==> src/lc3b_defs.svh <==
`ifndef LC3B_DEFS_SVH
`define LC3B_DEFS_SVH

// datapath and instruction width
`define LC3B_WORD_W 16

// architectural registers R0..R7
`define LC3B_NREGS 8

// clocks from the issue cycle to the writeback cycle
`define LC3B_WB_LATENCY 2

`endif
==> src/lc3b_types.sv <==
`include "lc3b_defs.svh"

package lc3b_types;

    typedef logic [`LC3B_WORD_W-1:0] lc3b_word;
    typedef logic [$clog2(`LC3B_NREGS)-1:0] lc3b_reg;
    typedef logic [2:0] lc3b_nzp;              // n, z, p

    typedef enum logic [3:0] {
        op_br   = 4'b0000,
        op_add  = 4'b0001,
        op_ldb  = 4'b0010,
        op_stb  = 4'b0011,
        op_jsr  = 4'b0100,
        op_and  = 4'b0101,
        op_ldr  = 4'b0110,
        op_str  = 4'b0111,
        op_rti  = 4'b1000,
        op_not  = 4'b1001,
        op_ldi  = 4'b1010,
        op_sti  = 4'b1011,
        op_jmp  = 4'b1100,
        op_shf  = 4'b1101,
        op_lea  = 4'b1110,
        op_trap = 4'b1111
    } lc3b_opcode;

    // pass sits at zero so a cleared control word is a no-op
    typedef enum logic [2:0] {
        lc3b_alu_op_pass,
        lc3b_alu_op_add,
        lc3b_alu_op_and,
        lc3b_alu_op_not,
        lc3b_alu_op_sll,
        lc3b_alu_op_srl,
        lc3b_alu_op_sra
    } lc3b_alu_op;

    typedef enum logic [1:0] {
        lc3b_alu_mux_sel_sr2,
        lc3b_alu_mux_sel_imm5,
        lc3b_alu_mux_sel_imm4
    } lc3b_alu_mux_sel;

    typedef enum logic {
        lc3b_regfile_data_mux_sel_alu,
        lc3b_regfile_data_mux_sel_pcn
    } lc3b_regfile_data_mux_sel;

    typedef enum logic {
        lc3b_cc_gen_mux_sel_alu,
        lc3b_cc_gen_mux_sel_pcn
    } lc3b_cc_gen_mux_sel;

    typedef struct packed {
        lc3b_alu_op               alu_op;
        lc3b_alu_mux_sel          alu_mux_sel;
        lc3b_regfile_data_mux_sel regfile_data_mux_sel;
        lc3b_cc_gen_mux_sel       cc_gen_mux_sel;
        logic                     cc_load;
        logic                     regfile_load;
    } lc3b_control_word;

    typedef struct packed {
        logic             valid;
        lc3b_control_word ctrl;
        lc3b_word         pc;
        lc3b_reg          dest;
        lc3b_reg          sr1;
        lc3b_reg          sr2;
        lc3b_word         sr1_data;
        lc3b_word         sr2_data;
        lc3b_word         imm5;      // sign-extended
        lc3b_word         imm4;
        lc3b_word         offset9;
    } id_ex_t;

    typedef struct packed {
        logic     valid;
        logic     regfile_load;
        logic     cc_load;
        lc3b_reg  dest;
        lc3b_word result;
    } ex_wb_t;

endpackage : lc3b_types

==> src/lc3b_core.sv <==
module lc3b_core
    import lc3b_types::*;
(
    input  logic     clk,
    input  logic     arst_n,
    input  logic     instr_valid,
    input  lc3b_word instr,
    input  lc3b_word pc,
    output logic     wb_valid,
    output lc3b_reg  wb_dest,
    output lc3b_word wb_data,
    output lc3b_nzp  cc
);

    id_ex_t  id_ex_d;
    id_ex_t  id_ex_q;
    ex_wb_t  ex_wb_d;
    ex_wb_t  wb_q;        // writeback bus
    lc3b_nzp cc_next;

    decode_stage u_decode (
        .clk         (clk),
        .arst_n      (arst_n),
        .instr_valid (instr_valid),
        .instr       (instr),
        .pc          (pc),
        .wb          (wb_q),
        .id_ex       (id_ex_d)
    );

    pipe_reg #(.payload_t(id_ex_t)) u_id_ex_reg (
        .clk    (clk),
        .arst_n (arst_n),
        .d      (id_ex_d),
        .q      (id_ex_q)
    );

    execute_stage u_execute (
        .id_ex (id_ex_q),
        .wb    (wb_q),
        .ex_wb (ex_wb_d)
    );

    pipe_reg #(.payload_t(ex_wb_t)) u_ex_wb_reg (
        .clk    (clk),
        .arst_n (arst_n),
        .d      (ex_wb_d),
        .q      (wb_q)
    );

    assign wb_valid = wb_q.valid && wb_q.regfile_load;
    assign wb_dest  = wb_q.dest;
    assign wb_data  = wb_q.result;

    always_comb begin
        if (wb_q.result[15]) begin
            cc_next = 3'b100;   // negative
        end else if (wb_q.result == '0) begin
            cc_next = 3'b010;
        end else begin
            cc_next = 3'b001;
        end
    end

    always_ff @(posedge clk or negedge arst_n) begin
        if (!arst_n) begin
            cc <= 3'b010;   // z out of reset
        end else if (wb_q.valid && wb_q.cc_load) begin
            cc <= cc_next;
        end
    end

    assert property (@(posedge clk) disable iff (!arst_n) $onehot(cc))
        else $error("lc3b_core: cc not one-hot (%b)", cc);

endmodule : lc3b_core

==> src/execute_stage.sv <==
module execute_stage
    import lc3b_types::*;
(
    input  id_ex_t id_ex,
    input  ex_wb_t wb,
    output ex_wb_t ex_wb
);

    logic     wb_writes;
    lc3b_word sr1_val;
    lc3b_word sr2_val;
    lc3b_word alu_b;
    lc3b_word alu_f;
    lc3b_word pc_sum;
    logic     use_pcn;

    // bypass from the instruction one ahead
    assign wb_writes = wb.valid && wb.regfile_load;
    assign sr1_val   = (wb_writes && (wb.dest == id_ex.sr1)) ? wb.result : id_ex.sr1_data;
    assign sr2_val   = (wb_writes && (wb.dest == id_ex.sr2)) ? wb.result : id_ex.sr2_data;

    always_comb begin
        case (id_ex.ctrl.alu_mux_sel)
            lc3b_alu_mux_sel_imm5: alu_b = id_ex.imm5;
            lc3b_alu_mux_sel_imm4: alu_b = id_ex.imm4;
            default:               alu_b = sr2_val;
        endcase
    end

    alu u_alu (
        .aluop (id_ex.ctrl.alu_op),
        .a     (sr1_val),
        .b     (alu_b),
        .f     (alu_f)
    );

    // pc + 2 + word offset
    assign pc_sum = id_ex.pc + lc3b_word'(2) + {id_ex.offset9[14:0], 1'b0};

    // lea takes the pc sum
    assign use_pcn = (id_ex.ctrl.regfile_data_mux_sel == lc3b_regfile_data_mux_sel_pcn);

    always_comb begin
        ex_wb.valid        = id_ex.valid;
        ex_wb.regfile_load = id_ex.ctrl.regfile_load;
        ex_wb.cc_load      = id_ex.ctrl.cc_load;
        ex_wb.dest         = id_ex.dest;
        ex_wb.result       = use_pcn ? pc_sum : alu_f;
    end

    // a writing alu-sourced op must carry a real alu operation
    always_comb begin
        assert (!(id_ex.valid && id_ex.ctrl.regfile_load
                  && id_ex.ctrl.regfile_data_mux_sel == lc3b_regfile_data_mux_sel_alu
                  && id_ex.ctrl.alu_op == lc3b_alu_op_pass))
            else $error("execute_stage: pass op would write sr1 back to r%0d", id_ex.dest);
    end

endmodule : execute_stage

==> src/decode_stage.sv <==
`include "lc3b_defs.svh"

module decode_stage
    import lc3b_types::*;
(
    input  logic     clk,
    input  logic     arst_n,
    input  logic     instr_valid,
    input  lc3b_word instr,
    input  lc3b_word pc,
    input  ex_wb_t   wb,
    output id_ex_t   id_ex
);

    lc3b_control_word ctrl;
    lc3b_reg          dest;
    lc3b_reg          sr1;
    lc3b_reg          sr2;
    lc3b_word         sr1_data;
    lc3b_word         sr2_data;

    assign dest = instr[11:9];
    assign sr1  = instr[8:6];
    assign sr2  = instr[2:0];   // overlaps imm5 in the immediate forms

    control_rom u_control_rom (
        .ir_in       (instr),
        .control_out (ctrl)
    );

    regfile u_regfile (
        .clk     (clk),
        .arst_n  (arst_n),
        .load    (wb.valid && wb.regfile_load),
        .dest    (wb.dest),
        .in      (wb.result),
        .sr1     (sr1),
        .sr2     (sr2),
        .sr1_out (sr1_data),
        .sr2_out (sr2_data)
    );

    always_comb begin
        id_ex.valid    = instr_valid;
        id_ex.ctrl     = instr_valid ? ctrl : '0;   // idle cycle is a bubble
        id_ex.pc       = pc;
        id_ex.dest     = dest;
        id_ex.sr1      = sr1;
        id_ex.sr2      = sr2;
        id_ex.sr1_data = sr1_data;
        id_ex.sr2_data = sr2_data;
        id_ex.imm5     = {{(`LC3B_WORD_W - 5){instr[4]}}, instr[4:0]};
        id_ex.imm4     = {{(`LC3B_WORD_W - 4){instr[3]}}, instr[3:0]};
        id_ex.offset9  = {{(`LC3B_WORD_W - 9){instr[8]}}, instr[8:0]};
    end

endmodule : decode_stage

==> src/pipe_reg.sv <==
module pipe_reg #(
    parameter type payload_t = logic
) (
    input  logic     clk,
    input  logic     arst_n,
    input  payload_t d,
    output payload_t q
);

    // captures every clock, no enable
    always_ff @(posedge clk or negedge arst_n) begin
        if (!arst_n) begin
            q <= '0;
        end else begin
            q <= d;
        end
    end

endmodule : pipe_reg

==> src/alu.sv <==
module alu
    import lc3b_types::*;
(
    input  lc3b_alu_op aluop,
    input  lc3b_word   a,
    input  lc3b_word   b,
    output lc3b_word   f
);

    logic [3:0] shamt;

    assign shamt = b[3:0];   // shifts use the low nibble only

    always_comb begin
        case (aluop)
            lc3b_alu_op_add: f = a + b;
            lc3b_alu_op_and: f = a & b;
            lc3b_alu_op_not: f = ~a;
            lc3b_alu_op_sll: f = a << shamt;
            lc3b_alu_op_srl: f = a >> shamt;
            lc3b_alu_op_sra: f = lc3b_word'($signed(a) >>> shamt);  // keeps sign
            default:         f = a;   // pass
        endcase
    end

endmodule : alu

==> src/regfile.sv <==
`include "lc3b_defs.svh"

module regfile
    import lc3b_types::*;
(
    input  logic     clk,
    input  logic     arst_n,
    input  logic     load,
    input  lc3b_reg  dest,
    input  lc3b_word in,
    input  lc3b_reg  sr1,
    input  lc3b_reg  sr2,
    output lc3b_word sr1_out,
    output lc3b_word sr2_out
);

    lc3b_word data [`LC3B_NREGS];

    always_ff @(posedge clk or negedge arst_n) begin
        if (!arst_n) begin
            for (int i = 0; i < `LC3B_NREGS; i++) begin
                data[i] <= '0;
            end
        end else if (load) begin
            data[dest] <= in;
        end
    end

    // write-first, so decode sees a value retiring this cycle
    always_comb begin
        sr1_out = (load && (dest == sr1)) ? in : data[sr1];
        sr2_out = (load && (dest == sr2)) ? in : data[sr2];
    end

endmodule : regfile

==> src/control_rom.sv <==
module control_rom
    import lc3b_types::*;
(
    input  lc3b_word         ir_in,
    output lc3b_control_word control_out
);

    lc3b_opcode opcode;

    assign opcode = lc3b_opcode'(ir_in[15:12]);

    always_comb begin
        control_out.alu_op               = lc3b_alu_op_pass;
        control_out.alu_mux_sel          = lc3b_alu_mux_sel_sr2;
        control_out.regfile_data_mux_sel = lc3b_regfile_data_mux_sel_alu;
        control_out.cc_gen_mux_sel       = lc3b_cc_gen_mux_sel_alu;
        control_out.cc_load              = 1'b0;
        control_out.regfile_load         = 1'b0;

        case (opcode)
            op_add: begin
                if (ir_in[5]) begin
                    control_out.alu_mux_sel = lc3b_alu_mux_sel_imm5;   // immediate form
                end else begin
                    control_out.alu_mux_sel = lc3b_alu_mux_sel_sr2;
                end
                control_out.alu_op               = lc3b_alu_op_add;
                control_out.regfile_data_mux_sel = lc3b_regfile_data_mux_sel_alu;
                control_out.cc_gen_mux_sel       = lc3b_cc_gen_mux_sel_alu;
                control_out.cc_load              = 1'b1;
                control_out.regfile_load         = 1'b1;
            end

            op_and: begin
                if (ir_in[5]) begin
                    control_out.alu_mux_sel = lc3b_alu_mux_sel_imm5;
                end else begin
                    control_out.alu_mux_sel = lc3b_alu_mux_sel_sr2;
                end
                control_out.alu_op               = lc3b_alu_op_and;
                control_out.regfile_data_mux_sel = lc3b_regfile_data_mux_sel_alu;
                control_out.cc_gen_mux_sel       = lc3b_cc_gen_mux_sel_alu;
                control_out.cc_load              = 1'b1;
                control_out.regfile_load         = 1'b1;
            end

            op_not: begin
                control_out.alu_op               = lc3b_alu_op_not;   // operand b ignored
                control_out.regfile_data_mux_sel = lc3b_regfile_data_mux_sel_alu;
                control_out.cc_gen_mux_sel       = lc3b_cc_gen_mux_sel_alu;
                control_out.cc_load              = 1'b1;
                control_out.regfile_load         = 1'b1;
            end

            op_shf: begin
                control_out.alu_mux_sel = lc3b_alu_mux_sel_imm4;
                // bit 4 picks left/right, bit 5 picks logical/arithmetic
                if (!ir_in[4]) begin
                    control_out.alu_op = lc3b_alu_op_sll;
                end else if (!ir_in[5]) begin
                    control_out.alu_op = lc3b_alu_op_srl;
                end else begin
                    control_out.alu_op = lc3b_alu_op_sra;
                end
                control_out.regfile_data_mux_sel = lc3b_regfile_data_mux_sel_alu;
                control_out.cc_gen_mux_sel       = lc3b_cc_gen_mux_sel_alu;
                control_out.cc_load              = 1'b1;
                control_out.regfile_load         = 1'b1;
            end

            op_lea: begin
                control_out.alu_op               = lc3b_alu_op_pass;  // alu unused
                control_out.regfile_data_mux_sel = lc3b_regfile_data_mux_sel_pcn;
                control_out.cc_gen_mux_sel       = lc3b_cc_gen_mux_sel_pcn;
                control_out.cc_load              = 1'b1;
                control_out.regfile_load         = 1'b1;
            end

            default: begin
                control_out = '0;   // memory, branch and trap ops become bubbles
            end
        endcase
    end

    // condition codes only ever move together with a register write
    always_comb begin
        assert (!(control_out.cc_load && !control_out.regfile_load))
            else $error("control_rom: cc_load without regfile_load, opcode %b", ir_in[15:12]);
    end

endmodule : control_rom

==> config.mk <==
export PLATFORM = sky130hd
export DESIGN_NAME = lc3b_core
export DESIGN_NICKNAME = d
export VERILOG_FILES = /design/src/lc3b_types.sv /design/src/lc3b_core.sv /design/src/execute_stage.sv /design/src/decode_stage.sv /design/src/pipe_reg.sv /design/src/alu.sv /design/src/regfile.sv /design/src/control_rom.sv
export VERILOG_INCLUDE_DIRS = /design/src
export SDC_FILE = /design/constraint.sdc
export NUM_CORES = 1
export LEC_CHECK = 0
export BUFFER_PORTS_ARGS = -buffer_cell sky130_fd_sc_hd__buf_2
export CORE_MARGIN = 5
export CORE_UTILIZATION = 55
export DETAILED_ROUTE_END_ITERATION = 10
export GPL_TIMING_DRIVEN = 0
export PLACE_DENSITY = 0.72
export SLEW_MARGIN = 10
export SYNTH_ARGS = -nofsm -noshare
export SYNTH_HDL_FRONTEND = slang
export SYNTH_SLANG_ARGS = --single-unit
export TNS_END_PERCENT = 100
==> constraint.sdc <==
create_clock -name clk -period 7.47 [get_ports clk]
set_input_delay 0.3735 -clock clk [delete_from_list [all_inputs] [get_ports clk]]
set_output_delay 0.3735 -clock clk [all_outputs]
set_load 0.005 [all_outputs]
Yosys cells after proc, flatten, opt, wreduce, memory -nomap -nowiden
Index checks and enable logic that the tools add are counted.
{ "classes": {"addsub": 3, "magnitude_cmp": 4, "n_eq_ne": 17, "shifts": 3, "mux": 25, "bitwise_logic": 5, "reduce_logical": 10} }
{ "op_table": {"columns": ["cell", "n"], "rows": [
  ["2-to-1 mux 16 bit", 10],
  ["bitwise mux 128 bit", 1],
  ["binary-select mux 16 bit (select 3 bit)", 2],
  ["one-hot mux 16 bit (6 select lines)", 1],
  ["demux 16 bit (select 3 bit)", 1],
  ["adder 16 bit", 2],
  ["one-hot mux 16 bit (2 select lines)", 1],
  ["adder 16 x 2 -> 16 bit, second input constant", 1],
  ["AND 16 bit", 1],
  ["zero test 16 bit", 1],
  ["inverter 16 bit", 1],
  ["left shift 16 x 4 -> 16 bit", 1],
  [">> shifter 16 x 4 -> 16 bit", 1],
  [">>> shifter 16 x 4 -> 16 bit", 1],
  ["equality test 3 bit", 4],
  ["equality test 4 bit, second input constant", 3],
  ["greater-or-equal comparator 4 bit, second input constant", 3],
  ["inverter 3 -> 4 bit", 3],
  ["one-hot mux 3 bit (4 select lines)", 1],
  ["equality test 3 bit, second input constant", 3],
  ["2-to-1 mux 9 bit", 1],
  ["one-hot mux 4 bit (2 select lines)", 1],
  ["logical AND 1 bit", 7],
  ["equality test 3 x 2 -> 1 bit, second input constant", 2],
  ["12 further kinds", 14]
]} }
{ "word_totals": {"regBits": 237, "input_bits": 35, "output_inout_bits": 23, "wordCells": 96} }

Logic depth before layout (Yosys ltp)
{ "depth": {"word_depth": 7, "mapped_depth": 20, "mapped_depth_nobuf": 16} }

By module
From an unflattened synthesis, not the netlist that was laid out.
{ "unflattened": {"cells_unflattened": 1335, "area_unflattened_um2": 16570.9} }
{ "by_module_without_submodules": {"columns": ["mod", "instances", "cells_per_inst", "area_per_inst_um2", "seq_area_each_um2"], "rows": [
  ["regfile", 1, 452, 7508.5, 3203.1],
  ["alu", 1, 408, 2934.1, 0.0],
  ["pipe_reg (u_id_ex_reg)", 1, 115, 2877.8, 2877.8],
  ["execute_stage", 1, 224, 1808.0, 0.0],
  ["decode_stage", 1, 84, 618.1, 0.0],
  ["pipe_reg (u_ex_wb_reg)", 1, 22, 550.5, 550.5],
  ["lc3b_core", 1, 15, 171.4, 76.3],
  ["control_rom", 1, 15, 102.6, 0.0]
]} }

Worst setup path after synthesis
No wires, ideal clock.
{ "synth_path": {"path_kind": "reg2reg", "start": "register u_id_ex_reg.q[110] (netlist name)", "end": "register u_ex_wb_reg.q[13] (netlist name)", "setup_time_ns": 0.123, "arrival_ns": 3.788, "t_required_ns": 7.347, "slack_ns": 3.558, "stages_incl_launch_ff": 19, "n_path_buf": 4, "synth_period_minus_slack_ns": 3.912, "cell_sequence": "dfrtp_1 -> clkbuf_1 -> inv_1 -> clkbuf_1 -> ha_1 -> a221oi_1 -> clkbuf_1 -> a31oi_1 -> ha_1 -> clkbuf_1 -> a21o_1 -> a21o_1 -> a21o_1 -> a21o_1 -> a21o_1 -> a22o_1 -> a31o_2 -> o2111ai_1 -> nand2b_1"} }
{ "synth_rtl": {"columns": ["item", "line", "rtl"], "rows": [
  ["from (decl)", "pipe_reg.sv:7", "output payload_t q"],
  ["from (signal assigned)", "pipe_reg.sv:13", "q <= '0;"],
  ["from (signal assigned)", "pipe_reg.sv:15", "q <= d;"],
  ["to (signal assigned)", "pipe_reg.sv:13", null],
  ["to (signal assigned)", "pipe_reg.sv:15", null],
  ["to (decl)", "pipe_reg.sv:7", null]
]} }

==> results_dict.tcl <==
set metrics [dict create \
    antenna_found_initial 0 \
    rsz0062_at_grt "false" \
    maxSlewViolCount 0 \
    netlist_top_cells_area "dfrtp_1, mux2_2, mux4_2" \
    grt_overflow 0 \
    h-tree-depth 1 \
    synth.top_cells.by_count "dfrtp_1, nand2_1, mux2_2, mux2i_1, o21ai_0" \
    drcViolationCount 0 \
    status "complete, no violations" \
    max_freq_mhz 169.6 \
    area_delta_synth_final_pct 13.13 \
    first_pass_iters 7 \
    grt_pass1_vias 12490 \
    final_util 0.6349 \
    yosysTopAreaCell "dfrtp_1" \
    relSlewSlack 0.1987 \
    synth_edf_count 0 \
    synthesis.nets 1462 \
    setup_ws_ns 1.574 \
    async_flop_share 1.000 \
    syn_inst 1380 \
    layout-drive-gt1-share 0.2495 \
    skew_ns 0.03486 \
    clockBufferDepth 3 \
    cts_tree "yes" \
    vias 12300 \
    cp_max_fo 10 \
    grt_usage 0.3145 \
    synth_most_common_cell "dfrtp_1" \
    worstPathArrival_ns 6.25 \
    end_kind "flip-flop" \
    core-area_um2 26130 \
    place_ws_ns 1.943 \
    instances_no_fill 1850 \
    ys_warn_count 0 \
    grt_pass1_wl_um 74430 \
    finalNetCount 1578 \
    ys_seq_area_frac 0.3737 \
    clkTransAtPathRegs_ns 0.07 \
    cts-root-buf "clkbuf_16" \
    path_class "flip-flop to flip-flop" \
    synthesis.area_um2 14670 \
    gp_congestion 1.041 \
    clk_latency_ns 0.54 \
    finalInstanceArea_um2 16590 \
    die_w_um 173.3 \
    postRouteAntennaNets 0 \
    io_buffers 57 \
    initial_core_util 0.5612 \
    diodes 0 \
    hpwl_um 36320 \
    die_h_um 173.3 \
    via_per_inst 6.650 \
    ir_drop_mv 0.2273 \
    tns_ns 0 \
    placed_cells 1774 \
    cp-start-kind "flip-flop" \
    drv_cap 0 \
    synth_top_area_frac 0.3720 \
    p_per_area_nw_per_um2 220.6 \
    cts.sink_count 219 \
    synth_seq_cells 219 \
    routedWlPerCell_um 25.89 \
    tightest_slew_ns 1.193 \
    placed_area_um2 15440 \
    drt_iter0_drc 1323 \
    ys_types 92 \
    die-area_um2 30030 \
    power.leakage_nw 7.451 \
    grt_max_degree 80 \
    setup_viol 0 \
    cts_buffers 25 \
    worstHoldPathType "input pin to flip-flop" \
    fp-row-count 59 \
    wl_um 47890 \
    fin_crit_ns 5.896 \
    synth_flop_cell "dfrtp_1" \
    io_pins 58 \
    hold_violations 0 \
    worstPathRequired_ns 7.82 \
    syn_area_per_cell_um2 10.63 \
    fin_crit_sh 0.7893 \
]
## metal layers
metal | vias to the layer above | routed length [um] | part of all wire | track usage
met4 | 0 | 3131 | 0.065 | 0.1673
li1 | 5403 | - | - | -
met5 | - | 0 | 0 | 0
met1 | 6084 | 18690 | 0.39 | 0.4040
met2 | 622 | 22890 | 0.48 | 0.5225
met3 | 194 | 3175 | 0.066 | 0.04057
## critical path: stages, from the launching register on
cell	delay, ns
dfrtp_1	0.42
clkbuf_1	0.45
inv_1	0.24
clkbuf_1	0.31
ha_1	0.30
a221oi_1	0.60
clkbuf_1	0.43
a31oi_1	0.16
ha_1	0.41
a21oi_1	0.54
nor2_1	0.10
a21oi_1	0.19
nor2b_1	0.23
mux2i_1	0.13
a21oi_1	0.23
o211ai_1	0.17
nor4_1	0.57
a222oi_1	0.21
## flip-flops by register name, indices dropped and copies added (netlist names)
| name | count |
|---|---|
| u_decode.u_regfile.data | 128 |
| cc | 3 |
| u_ex_wb_reg.q | 21 |
| u_id_ex_reg.q | 67 |
## repair_timing
action / CTS / global route
hold buffers: 30 / 0
setup buffers: 0 / 0
endpoints found under the hold margin: 96 / 0
resized for setup: 0 / 0
## metrics by stage
stage	hold slack, ns	total power (W)
detailed placement	0.3347	0.002369
floorplan	0.07791	0.002034
global placement	0.3328	0.002351
finish	0.04187	0.003660
CTS	0.02447	0.003655
global route	0.03405	0.003811
## report_power, final
group	leakage [nW]	total, W	internal [W]	switching, W
clock	0.417	0.00126	0.000771	0.000492
combinational	4.12	0.000968	0.000405	0.000563
sequential	2.92	0.00143	0.00131	0.000121
## cells by family after synthesis
| family | after synthesis | share of synthesized area |
|---|---|---|
| buffers and inverters | 156 | 0.05025 |
| DFF | 219 | 0.3737 |
| muxes | 287 | 0.2638 |
| adders and majority gates | 47 | 0.04061 |
| AOI/OAI and AO/OA | 315 | 0.1469 |
| and+or+nand+nor | 323 | 0.1025 |
| xor gates and xnor gates | 33 | 0.02227 |
## cells in the final DEF, fill, tap and decap left out, types with 6 or more instances in the layout
cell type,n
dlygate4sd3_1,30
mux4_2,65
o21ai_0,76
nand2_1,144
o211a_1,6
mux2i_1,81
o2111ai_1,6
a21oi_1,56
a22oi_1,6
clkbuf_1,73
or3_1,6
and3_1,7
o211ai_1,17
nand2b_1,8
inv_1,25
nor2_1,65
nand3_1,15
nand4_1,7
a31oi_1,21
ha_1,46
mux2_2,137
buf_1,12
a211oi_1,18
nor3_1,27
buf_2,72
dfrtp_1,218
nor4_1,11
a21o_1,12
xor2_1,15
o21ai_1,7
xnor2_1,13
a2111oi_0,6
clkbuf_16,25
o22ai_1,15
buf_4,26
## final timing paths
| check | from | to | slack (ns) | depth (start not counted) |
|---|---|---|---|---|
| worst max-delay path | u_id_ex_reg.q[110] | u_ex_wb_reg.q[9] | 1.57 | 17 |
| worst min-delay path | instr[15] | u_id_ex_reg.q[109] | 0.04 | 2 |
| worst max register to register | u_id_ex_reg.q[110] | u_ex_wb_reg.q[9] | 1.57 | 17 |
| worst min register to register | u_id_ex_reg.q[106] | u_ex_wb_reg.q[19] | 0.35 | 0 |
| max in group asynchronous | arst_n | u_decode.u_regfile.data[38] | 5.95 | 4 |
| min in group asynchronous | arst_n | u_decode.u_regfile.data[79] | 0.39 | 2 |
## final cells by class
type                    count  area [um2]
flip-flops and latches    219        5482
well taps                 335       419.2
fillers                  2092        9540
repair buffers             89       650.6
multi-input cells        1005        8448
clock buffers              35       713.2
clock inverters            11       142.6
inverters                  30       112.6
plain buffers             126       624.3
No activity file was read; power rests on OpenSTA's default activity.
